[config.mk]
export PLATFORM = sky130hd
export DESIGN_NAME = pcxt_ctrl_top
export DESIGN_NICKNAME = d
export VERILOG_FILES = /design/src/hw/pcxt_ctrl_pkg.sv /design/src/hw/rate_strobe_gen.sv /design/src/hw/cpu_clock_ctrl.sv /design/src/hw/reset_sequencer.sv /design/src/hw/splash_timer.sv /design/src/hw/board_config.sv /design/src/hw/sd_spi_mux.sv /design/src/hw/pcxt_ctrl_top.sv
export SDC_FILE = /design/constraint.sdc
export NUM_CORES = 1
export LEC_CHECK = 0
export BUFFER_PORTS_ARGS = -buffer_cell sky130_fd_sc_hd__buf_2
export CAP_MARGIN = 10
export CORE_MARGIN = 2
export CORE_UTILIZATION = 30
export CTS_CLUSTER_DIAMETER = 200
export DETAILED_ROUTE_END_ITERATION = 6
export GPL_ROUTABILITY_DRIVEN = 0
export GPL_TIMING_DRIVEN = 0
export HOLD_SLACK_MARGIN = 0.08
export SLEW_MARGIN = 25
export SYNTH_ARGS = -nofsm -noshare
export SYNTH_HDL_FRONTEND = slang
export SYNTH_SLANG_ARGS = --single-unit
[constraint.sdc]
create_clock -name CLK_50M -period 8.9 [get_ports CLK_50M]
set_input_delay 1.78 -clock CLK_50M [delete_from_list [all_inputs] [get_ports CLK_50M]]
set_output_delay 1.78 -clock CLK_50M [all_outputs]
set_load 0.05 [all_outputs]
[src/hw/pcxt_ctrl_pkg.sv]
////////////////////////////////////////////////////////////////////////////
// PC-XT system control shared definitions
// Menu status bit map, clock rates, reset and splash counts, the speed
// encoding, and the packed structs that carry decoded config and SPI
////////////////////////////////////////////////////////////////////////////

package pcxt_ctrl_pkg;

	////////////////////////////////////////////////////////////////////////////
	// Menu status word
	////////////////////////////////////////////////////////////////////////////

	typedef logic [31:0] status_word_t;

	// Reset
	localparam int STAT_RESET       = 0;
	// Scaler, two bits
	localparam int STAT_SCALE_LO    = 1;
	// Model
	localparam int STAT_MODEL       = 3;
	// MDA
	localparam int STAT_MDA         = 4;
	// Splash
	localparam int STAT_SPLASH_SKIP = 7;
	// Aspect, two bits
	localparam int STAT_ASPECT_LO   = 8;
	// Speed, two bits
	localparam int STAT_SPEED_LO    = 17;
	// Joyswap
	localparam int STAT_JOY_SWAP    = 25;

	////////////////////////////////////////////////////////////////////////////
	// Rates and counts
	////////////////////////////////////////////////////////////////////////////

	// Phase accumulator for fractional strobes
	typedef logic [31:0] acc_t;

	localparam acc_t CLK_HZ    = 32'd50_000_000;
	localparam acc_t SAMPLE_HZ = 32'd44_100;
	localparam acc_t BASE_HZ   = 32'd14_318_180;

	// System reset stretch, in clocks
	localparam int POR_CYCLES      = 65_535;
	// CPU reset trails the system reset by this much
	localparam int CPU_RESET_DELAY = 42;

	localparam int SPLASH_SECONDS       = 5;
	localparam int SPLASH_TICKS_DEFAULT = int'(BASE_HZ);

	// DIP switch bytes, MDA vs CGA 80 columns
	localparam logic [7:0] DIP_CGA = 8'h2D;
	localparam logic [7:0] DIP_MDA = 8'h3D;

	////////////////////////////////////////////////////////////////////////////
	// Types
	////////////////////////////////////////////////////////////////////////////

	// Encoding matches the menu speed field
	typedef enum logic [1:0] {
		SPEED_4M77 = 2'd0,
		SPEED_7M16 = 2'd1,
		SPEED_14M3 = 2'd2,
		SPEED_RSVD = 2'd3
	} cpu_speed_e;

	typedef logic [12:0] aspect_t;
	typedef logic [31:0] joy_t;
	typedef logic [15:0] joya_t;

	typedef struct packed {
		logic [1:0] scale;
		logic       model;
		logic       mda;
		logic [1:0] aspect;
		cpu_speed_e speed;
		logic       joy_swap;
	} board_cfg_t;

	// Same layout for controller, card and virtual card sides
	typedef struct packed {
		logic cs;
		logic sck;
		logic mosi;
	} spi_bus_t;

endpackage

[src/hw/rate_strobe_gen.sv]
////////////////////////////////////////////////////////////////////////////
// Fractional rate strobe generator
// One-cycle strobes at an average of STEP per MODULUS clocks
////////////////////////////////////////////////////////////////////////////

`timescale 1ns/100ps

module rate_strobe_gen import pcxt_ctrl_pkg::*; #(
	parameter acc_t STEP    = SAMPLE_HZ,
	parameter acc_t MODULUS = CLK_HZ
) (
	input  logic CLK_50M,
	input  logic reset_wire,
	output logic strobe
);

	acc_t acc;
	acc_t acc_next;

	// Sum before the wrap test
	assign acc_next = acc + STEP;

	always_ff @(posedge CLK_50M or posedge reset_wire) begin
		if (reset_wire) begin
			acc    <= '0;
			strobe <= 1'b0;
		end else if (acc_next >= MODULUS) begin
			// Crossed a period boundary, keep the remainder
			acc    <= acc_next - MODULUS;
			strobe <= 1'b1;
		end else begin
			acc    <= acc_next;
			strobe <= 1'b0;
		end
	end

	// Remainder always stays inside one period
	a_acc_range: assert property (@(posedge CLK_50M) disable iff (reset_wire)
		acc < MODULUS);

endmodule

[src/hw/cpu_clock_ctrl.sv]
////////////////////////////////////////////////////////////////////////////
// CPU and peripheral clock enables
// Divides the 14.318 MHz base enable, selects the CPU rate from the menu
// speed and latches the turbo flag on the bus-idle pulse
////////////////////////////////////////////////////////////////////////////

`timescale 1ns/100ps

module cpu_clock_ctrl import pcxt_ctrl_pkg::*; (
	input  logic       CLK_50M,
	input  logic       reset_wire,
	input  logic       base_ce,
	input  board_cfg_t cfg,
	input  logic       biu_done,
	output logic       cpu_ce,
	output logic       periph_ce,
	output logic       turbo
);

	logic       div2;
	logic [1:0] div3;
	logic       ptog;
	logic       ce_7m16;
	logic       ce_4m77;

	////////////////////////////////////////////////////////////////////////////
	// Dividers, all advance on base_ce only
	////////////////////////////////////////////////////////////////////////////

	always_ff @(posedge CLK_50M or posedge reset_wire) begin
		if (reset_wire) begin
			div2 <= 1'b0;
			div3 <= 2'd0;
		end else if (base_ce) begin
			div2 <= ~div2;
			// Mod-3 count
			div3 <= (div3 == 2'd2) ? 2'd0 : div3 + 2'd1;
		end
	end

	// 7.16 MHz, every second base strobe
	assign ce_7m16 = base_ce & div2;
	// 4.77 MHz, every third
	assign ce_4m77 = base_ce & (div3 == 2'd2);

	// Peripheral toggle at half the 4.77 rate
	always_ff @(posedge CLK_50M or posedge reset_wire) begin
		if (reset_wire)
			ptog <= 1'b0;
		else if (ce_4m77)
			ptog <= ~ptog;
	end

	assign periph_ce = ce_4m77 & ptog;

	////////////////////////////////////////////////////////////////////////////
	// Speed select and turbo
	////////////////////////////////////////////////////////////////////////////

	// Combinational pick, new speed shows up within one base period
	always_comb begin
		case (cfg.speed)
			SPEED_14M3: cpu_ce = base_ce;
			SPEED_7M16: cpu_ce = ce_7m16;
			// Reserved runs as stock XT
			default:    cpu_ce = ce_4m77;
		endcase
	end

	// Turbo only changes between bus cycles
	always_ff @(posedge CLK_50M or posedge reset_wire) begin
		if (reset_wire)
			turbo <= 1'b0;
		else if (biu_done)
			turbo <= (cfg.speed == SPEED_7M16) || (cfg.speed == SPEED_14M3);
	end

	a_cpu_ce_on_base: assert property (@(posedge CLK_50M) disable iff (reset_wire)
		cpu_ce |-> base_ce);

endmodule

[src/hw/reset_sequencer.sv]
////////////////////////////////////////////////////////////////////////////
// Reset sequencing
// Stretches the system reset, releases the CPU reset a little later and
// captures the machine model while the system is held
////////////////////////////////////////////////////////////////////////////

`timescale 1ns/100ps

module reset_sequencer import pcxt_ctrl_pkg::*; (
	input  logic       CLK_50M,
	input  logic       reset_wire,
	input  logic       reset_request,
	input  board_cfg_t cfg,
	output logic       sys_reset,
	output logic       cpu_reset,
	output logic       model
);

	localparam int DELAY_W = $clog2(CPU_RESET_DELAY + 1);

	logic [15:0]        por_cnt;
	logic [DELAY_W-1:0] delay_cnt;

	////////////////////////////////////////////////////////////////////////////
	// System reset stretch
	////////////////////////////////////////////////////////////////////////////

	always_ff @(posedge CLK_50M or posedge reset_wire) begin
		if (reset_wire) begin
			sys_reset <= 1'b1;
			por_cnt   <= '0;
		end else if (reset_request) begin
			// Any request restarts the stretch
			sys_reset <= 1'b1;
			por_cnt   <= '0;
		end else if (sys_reset) begin
			if (por_cnt != 16'(POR_CYCLES))
				por_cnt <= por_cnt + 16'd1;
			else
				sys_reset <= 1'b0;
		end
	end

	////////////////////////////////////////////////////////////////////////////
	// CPU reset delay
	////////////////////////////////////////////////////////////////////////////

	// Request also sets cpu_reset so it rises together with sys_reset
	always_ff @(posedge CLK_50M or posedge reset_wire) begin
		if (reset_wire) begin
			cpu_reset <= 1'b1;
			delay_cnt <= '0;
		end else if (sys_reset || reset_request) begin
			cpu_reset <= 1'b1;
			delay_cnt <= '0;
		end else if (cpu_reset) begin
			if (delay_cnt != DELAY_W'(CPU_RESET_DELAY))
				delay_cnt <= delay_cnt + 1'b1;
			else
				cpu_reset <= 1'b0;
		end
	end

	// Model follows the menu only while held in reset
	always_ff @(posedge CLK_50M) begin
		if (sys_reset)
			model <= cfg.model;
	end

	a_cpu_after_sys: assert property (@(posedge CLK_50M) disable iff (reset_wire)
		sys_reset |-> cpu_reset);

endmodule

[src/hw/splash_timer.sv]
////////////////////////////////////////////////////////////////////////////
// Splash screen timer
// Holds the machine for a few seconds of base strobes unless skipped
////////////////////////////////////////////////////////////////////////////

`timescale 1ns/100ps

module splash_timer import pcxt_ctrl_pkg::*; #(
	parameter int TICKS_PER_SECOND = SPLASH_TICKS_DEFAULT
) (
	input  logic       CLK_50M,
	input  logic       reset_wire,
	input  logic       base_ce,
	input  board_cfg_t cfg,
	input  logic       skip,
	output logic       splash_active
);

	localparam int TICK_W = (TICKS_PER_SECOND > 1) ? $clog2(TICKS_PER_SECOND) : 1;
	localparam int SEC_W  = $clog2(SPLASH_SECONDS + 1);

	logic [TICK_W-1:0] tick_cnt;
	logic [SEC_W-1:0]  sec_cnt;

	always_ff @(posedge CLK_50M or posedge reset_wire) begin
		if (reset_wire) begin
			splash_active <= 1'b1;
			tick_cnt      <= '0;
			sec_cnt       <= '0;
		end else if (splash_active) begin
			if (skip) begin
				splash_active <= 1'b0;
			end else if (base_ce) begin
				if (tick_cnt == TICK_W'(TICKS_PER_SECOND - 1)) begin
					// One second elapsed
					tick_cnt <= '0;
					if (sec_cnt == SEC_W'(SPLASH_SECONDS - 1))
						splash_active <= 1'b0;
					else
						sec_cnt <= sec_cnt + 1'b1;
				end else begin
					tick_cnt <= tick_cnt + 1'b1;
				end
			end
		end
	end

	// Menu state must be settled while the splash decides the reset
	a_menu_known: assert property (@(posedge CLK_50M) disable iff (reset_wire)
		splash_active |-> !$isunknown({skip, cfg}));

endmodule

[src/hw/board_config.sv]
////////////////////////////////////////////////////////////////////////////
// Menu status decode
// Video aspect, scaler, DIP switch and joystick routing from the status word
////////////////////////////////////////////////////////////////////////////

`timescale 1ns/100ps

module board_config import pcxt_ctrl_pkg::*; (
	input  status_word_t status,
	input  logic         port_b_bit3,
	input  joy_t         joy0_in,
	input  joy_t         joy1_in,
	input  joya_t        joya0_in,
	input  joya_t        joya1_in,
	output board_cfg_t   cfg,
	output aspect_t      video_arx,
	output aspect_t      video_ary,
	output logic [1:0]   vga_sl,
	output logic         scandoubler,
	output logic         hq2x,
	output logic [3:0]   port_c_low,
	output joy_t         joy0,
	output joy_t         joy1,
	output joya_t        joya0,
	output joya_t        joya1
);

	logic [7:0] dip_sw;
	logic [1:0] aspect_m1;

	////////////////////////////////////////////////////////////////////////////
	// Field extraction
	////////////////////////////////////////////////////////////////////////////

	assign cfg.scale    = status[STAT_SCALE_LO +: 2];
	assign cfg.model    = status[STAT_MODEL];
	assign cfg.mda      = status[STAT_MDA];
	assign cfg.aspect   = status[STAT_ASPECT_LO +: 2];
	assign cfg.speed    = cpu_speed_e'(status[STAT_SPEED_LO +: 2]);
	assign cfg.joy_swap = status[STAT_JOY_SWAP];

	////////////////////////////////////////////////////////////////////////////
	// Video
	////////////////////////////////////////////////////////////////////////////

	// Aspect 0 is native 4:3, others select ARC slots
	assign aspect_m1 = cfg.aspect - 2'd1;
	assign video_arx = (cfg.aspect == 2'd0) ? aspect_t'(4) : aspect_t'(aspect_m1);
	assign video_ary = (cfg.aspect == 2'd0) ? aspect_t'(3) : aspect_t'(0);

	// CRT 50% on top bit, CRT 25% on low bit
	assign vga_sl      = {cfg.scale == 2'd3, cfg.scale == 2'd2};
	assign scandoubler = (cfg.scale != 2'd0);
	assign hq2x        = (cfg.scale == 2'd1);

	////////////////////////////////////////////////////////////////////////////
	// DIP switches and joysticks
	////////////////////////////////////////////////////////////////////////////

	assign dip_sw = cfg.mda ? DIP_MDA : DIP_CGA;

	// Port B bit 3 picks which nibble the BIOS reads
	assign port_c_low = port_b_bit3 ? dip_sw[7:4] : dip_sw[3:0];

	// Digital and analog swap together
	assign joy0  = cfg.joy_swap ? joy1_in : joy0_in;
	assign joy1  = cfg.joy_swap ? joy0_in : joy1_in;
	assign joya0 = cfg.joy_swap ? joya1_in : joya0_in;
	assign joya1 = cfg.joy_swap ? joya0_in : joya1_in;

endmodule

[src/hw/sd_spi_mux.sv]
////////////////////////////////////////////////////////////////////////////
// SD SPI multiplexer
// Routes the controller SPI to the physical or the virtual card
////////////////////////////////////////////////////////////////////////////

`timescale 1ns/100ps

module sd_spi_mux import pcxt_ctrl_pkg::*; (
	input  logic        CLK_50M,
	input  logic        reset_wire,
	input  logic        img_mounted,
	input  logic [63:0] img_size,
	input  spi_bus_t    ctrl_spi,
	input  logic        sd_miso,
	input  logic        vsd_miso,
	output spi_bus_t    sd_spi,
	output spi_bus_t    vsd_spi,
	output logic        ctrl_miso,
	output logic        vsd_sel
);

	// Nonzero image means virtual card, empty mount goes back to the slot
	always_ff @(posedge CLK_50M or posedge reset_wire) begin
		if (reset_wire)
			vsd_sel <= 1'b0;
		else if (img_mounted)
			vsd_sel <= |img_size;
	end

	// Physical card, deselected and quiet when virtual is active
	assign sd_spi.cs   = ctrl_spi.cs | vsd_sel;
	assign sd_spi.sck  = ctrl_spi.sck & ~vsd_sel;
	assign sd_spi.mosi = ctrl_spi.mosi & ~vsd_sel;

	// Virtual card
	assign vsd_spi.cs   = ctrl_spi.cs | ~vsd_sel;
	assign vsd_spi.sck  = ctrl_spi.sck;
	assign vsd_spi.mosi = ctrl_spi.mosi;

	assign ctrl_miso = vsd_sel ? vsd_miso : sd_miso;

	a_one_card: assert property (@(posedge CLK_50M) disable iff (reset_wire)
		sd_spi.cs || vsd_spi.cs);

endmodule

[src/hw/pcxt_ctrl_top.sv]
////////////////////////////////////////////////////////////////////////////
// PC-XT system control top level
// Clock enables, reset sequencing, splash, menu decode and SD routing
////////////////////////////////////////////////////////////////////////////

`timescale 1ns/100ps

module pcxt_ctrl_top import pcxt_ctrl_pkg::*; #(
	parameter int SPLASH_TICKS = SPLASH_TICKS_DEFAULT
) (
	input  logic         CLK_50M,
	input  logic         reset_wire,
	input  status_word_t status,
	input  logic         user_button,
	input  logic         biu_done,
	input  logic         port_b_bit3,
	input  joy_t         joy0_in,
	input  joy_t         joy1_in,
	input  joya_t        joya0_in,
	input  joya_t        joya1_in,
	input  logic         img_mounted,
	input  logic [63:0]  img_size,
	input  spi_bus_t     ctrl_spi,
	input  logic         sd_miso,
	input  logic         vsd_miso,
	output logic         sample_ce,
	output logic         cpu_ce,
	output logic         periph_ce,
	output logic         turbo,
	output logic         sys_reset,
	output logic         cpu_reset,
	output logic         model,
	output logic         splash_active,
	output aspect_t      video_arx,
	output aspect_t      video_ary,
	output logic [1:0]   vga_sl,
	output logic         scandoubler,
	output logic         hq2x,
	output logic [3:0]   port_c_low,
	output joy_t         joy0,
	output joy_t         joy1,
	output joya_t        joya0,
	output joya_t        joya1,
	output spi_bus_t     sd_spi,
	output spi_bus_t     vsd_spi,
	output logic         ctrl_miso,
	output logic         vsd_sel
);

	board_cfg_t cfg;
	logic       base_ce;
	logic       reset_request;

	////////////////////////////////////////////////////////////////////////////
	// Clock enables
	////////////////////////////////////////////////////////////////////////////

	// 44.1 kHz audio sample enable
	rate_strobe_gen #(.STEP(SAMPLE_HZ), .MODULUS(CLK_HZ)) u_sample_gen (
		.CLK_50M(CLK_50M), .reset_wire(reset_wire), .strobe(sample_ce)
	);

	// 14.318 MHz base enable
	rate_strobe_gen #(.STEP(BASE_HZ), .MODULUS(CLK_HZ)) u_base_gen (
		.CLK_50M(CLK_50M), .reset_wire(reset_wire), .strobe(base_ce)
	);

	cpu_clock_ctrl u_clk (
		.CLK_50M(CLK_50M), .reset_wire(reset_wire), .base_ce(base_ce), .cfg(cfg),
		.biu_done(biu_done), .cpu_ce(cpu_ce), .periph_ce(periph_ce), .turbo(turbo)
	);

	////////////////////////////////////////////////////////////////////////////
	// Reset and splash
	////////////////////////////////////////////////////////////////////////////

	// Menu reset, user button, or splash still showing
	assign reset_request = status[STAT_RESET] | user_button | splash_active;

	reset_sequencer u_rst (
		.CLK_50M(CLK_50M), .reset_wire(reset_wire), .reset_request(reset_request),
		.cfg(cfg), .sys_reset(sys_reset), .cpu_reset(cpu_reset), .model(model)
	);

	splash_timer #(.TICKS_PER_SECOND(SPLASH_TICKS)) u_splash (
		.CLK_50M(CLK_50M), .reset_wire(reset_wire), .base_ce(base_ce), .cfg(cfg),
		.skip(status[STAT_SPLASH_SKIP]), .splash_active(splash_active)
	);

	////////////////////////////////////////////////////////////////////////////
	// Config decode and SD
	////////////////////////////////////////////////////////////////////////////

	board_config u_cfg (
		.status(status), .port_b_bit3(port_b_bit3),
		.joy0_in(joy0_in), .joy1_in(joy1_in), .joya0_in(joya0_in), .joya1_in(joya1_in),
		.cfg(cfg), .video_arx(video_arx), .video_ary(video_ary), .vga_sl(vga_sl),
		.scandoubler(scandoubler), .hq2x(hq2x), .port_c_low(port_c_low),
		.joy0(joy0), .joy1(joy1), .joya0(joya0), .joya1(joya1)
	);

	sd_spi_mux u_sd (
		.CLK_50M(CLK_50M), .reset_wire(reset_wire), .img_mounted(img_mounted),
		.img_size(img_size), .ctrl_spi(ctrl_spi), .sd_miso(sd_miso),
		.vsd_miso(vsd_miso), .sd_spi(sd_spi), .vsd_spi(vsd_spi),
		.ctrl_miso(ctrl_miso), .vsd_sel(vsd_sel)
	);

endmodule

==> results.cfg <==
[timing]
fin_skew_ns = 0.0115
period_share = 0.612
fin_crit_ns = 5.44
max_freq_mhz = 184
slew_headroom = 0.479
tightest_slew_ns = 0.774
fin_setup_tns_ns = 0
slew_viol_final = 0
setup_viol = 0
final_hold_viol_count = 0
rsz0062_at_grt = no

[synth]
yosysTopAreaCell = dfrtp_1
ys.flop_type = dfrtp_1
ys_ff_latch = 121
syn_area_per_cell_sq_um = 9.16
synthTopCellsByArea = dfrtp_1 31%, mux2_2 12%, xnor2_1 6.6%, xor2_1 6.0%, nor2_1 3.8%
synth_common_cells = 117 x dfrtp_1, 98 x mux2_2, 95 x nor2_1
syn-cell-area_sq_um = 9350
synth.most_common_cell = dfrtp_1
yosysUniqueCellTypes = 93
synth_top_area_frac = 0.313
ys.warnings.count = 0
synth_edf_count = 1
syn_inst = 1021
async_flop_share = 0.992
yosysSeqAreaShare = 0.325

[clocking]
cts_buffers = 17
cts_tree = yes
post_cts_buffers = 0
htreeDepth = 4
clk_pin_slew_ns = 0.06
clock-sinks = 121
clockBufferDepth = 2
hold_buffers = 0
cts_resized = 0
cts_root_buf = clkbuf_16
clk_latency_ns = 0.42

[power]
p_leak_nw = 5.48
powerDensity_nw_per_um2 = 133
ir_worst_vdd_v = 0.000112
total_power_mw = 1.61

[die]
rows = 64
initial_utilization = 0.305
pin_count = 349
die_x_um = 181
die_y_um = 181
fp.coreArea_sq_um = 30700
die-area_sq_um = 32600

[setup_path]
crit_fanout = 10
worstPathRequired_ns = 7.12
rr_worst_depth = 14
startpoint_type = input pin
worstSetupPathType = input pin to output pin
rrSetupSlack_ns = 5.10
crit_arrival_ns = 3.66
cp-end-kind = output pin

[min_path]
hp-class = flop to flop
hold_depth = 1

[detailed_routing]
drt-total-wl_um = 25500
via_per_inst = 4.82
drc = 0
drt_pass1_iterations = 5
vias = 8559
antenna_left = 0
wl_per_cell_um = 14.3
drtIter0Drc = 519

[layout]
areaGrowthSynthToFinish_pct = 29.5
diodes = 0
nets = 1581
drive_above_1_share = 0.387

[placement]
port_buffers = 305
post-dp-hpwl_um = 19700

[job]
maxCapViolCount = 0

[global_route]
grt_start_max_net_pins = 69
first_global_vias = 8350
grt.total_usage = 0.153
grt_overflow_total = 0
antenna_found_initial = 3
grt_pass1_wl_um = 42200

[run_status]
status = completed
-- per-stage QoR --
step,worst slack [ns],utilization,hold slack (ns),instances,instance area [sq um]
floorplan,3.94,-,0.438,1041,9430
global placement,2.25,0.373,0.452,1742,11400
detailed placement,3.52,0.375,0.455,1743,11500
CTS,3.51,0.395,0.468,1775,12100
global route,3.38,0.395,0.496,1775,12100
finish,3.46,0.395,0.463,1775,12100
-- per-layer routing --
layer	GRT usage	wire [um]
met5	0	17
met2	0.243	12000
met1	0.215	12100
met3	0.0323	1180
met4	0.0326	201
-- cells in the final DEF (no fill, tap or decap), drive strengths merged, types with 25 or more instances in the layout --
cell type    n
a21oi       34
nand2       82
xnor2       72
inv         33
mux2        98
nor4        25
nand3       44
dfrtp      117
buf        351
o21ai       37
clkbuf      49
nor2        95
xor2        65
-- critical path, stage by stage --
cell and delay (ns):
clkbuf_1 0.20, clkbuf_1 0.47, clkbuf_1 0.57, mux2_2 0.41
buf_2 0.22
-- power breakdown --
part / internal, mW / total, mW / switching, mW / leakage (nW)
registers: 0.552 / 0.553 / 0.000701 / 1.58
clock network: 0.459 / 0.724 / 0.265 / 0.294
logic: 0.0995 / 0.333 / 0.233 / 3.60
-- path summary, 6_finish.rpt --
kind / to / startpoint
hold / removal: u_clk.ptog$_DFFE_PP0P_ / u_clk.ptog$_DFFE_PP0P_
setup / recovery: joy0[11] / status[25]
hold reg to reg: u_clk.ptog$_DFFE_PP0P_ / u_clk.ptog$_DFFE_PP0P_
max in group asynchronous: u_splash.splash_active$_DFF_PP1_ / reset_wire
min in group asynchronous: u_sample_gen.acc[9]$_DFF_PP0_ / reset_wire
setup reg to reg: u_sample_gen.acc[17]$_DFF_PP0_ / u_sample_gen.acc[2]$_DFF_PP0_
-- state kept, by name, indices dropped and copies added, names as in the netlist, 2 cells and up --
register / cells
u_sample_gen.acc: 30
u_splash.tick_cnt: 24
u_splash.sec_cnt: 3
u_rst.por_cnt: 16
u_rst.delay_cnt: 6
u_clk.div3: 2
u_base_gen.acc: 30
-- kinds of logic after synthesis --
group,Yosys count,synth area share
AND/OR/NAND/NOR,389,0.224
flip-flops,121,0.325
XOR/XNOR,137,0.131
multiplexers,107,0.128
buffers and inverters,104,0.0571
adder cells (fa/ha/maj),12,0.0161
AO/OA/AOI/OAI,150,0.119
other,1,0.000401
-- final cells by class --
type,instances,area [sq um]
multi-input cells,816,5860
fillers,3091,18600
clock inverters,12,165
well taps,396,495
plain buffers,74,422
repair buffers,306,1550
inverters,30,120
flip-flops and latches,121,3040
clock buffers,20,457
(Power assumes the default switching activity.)
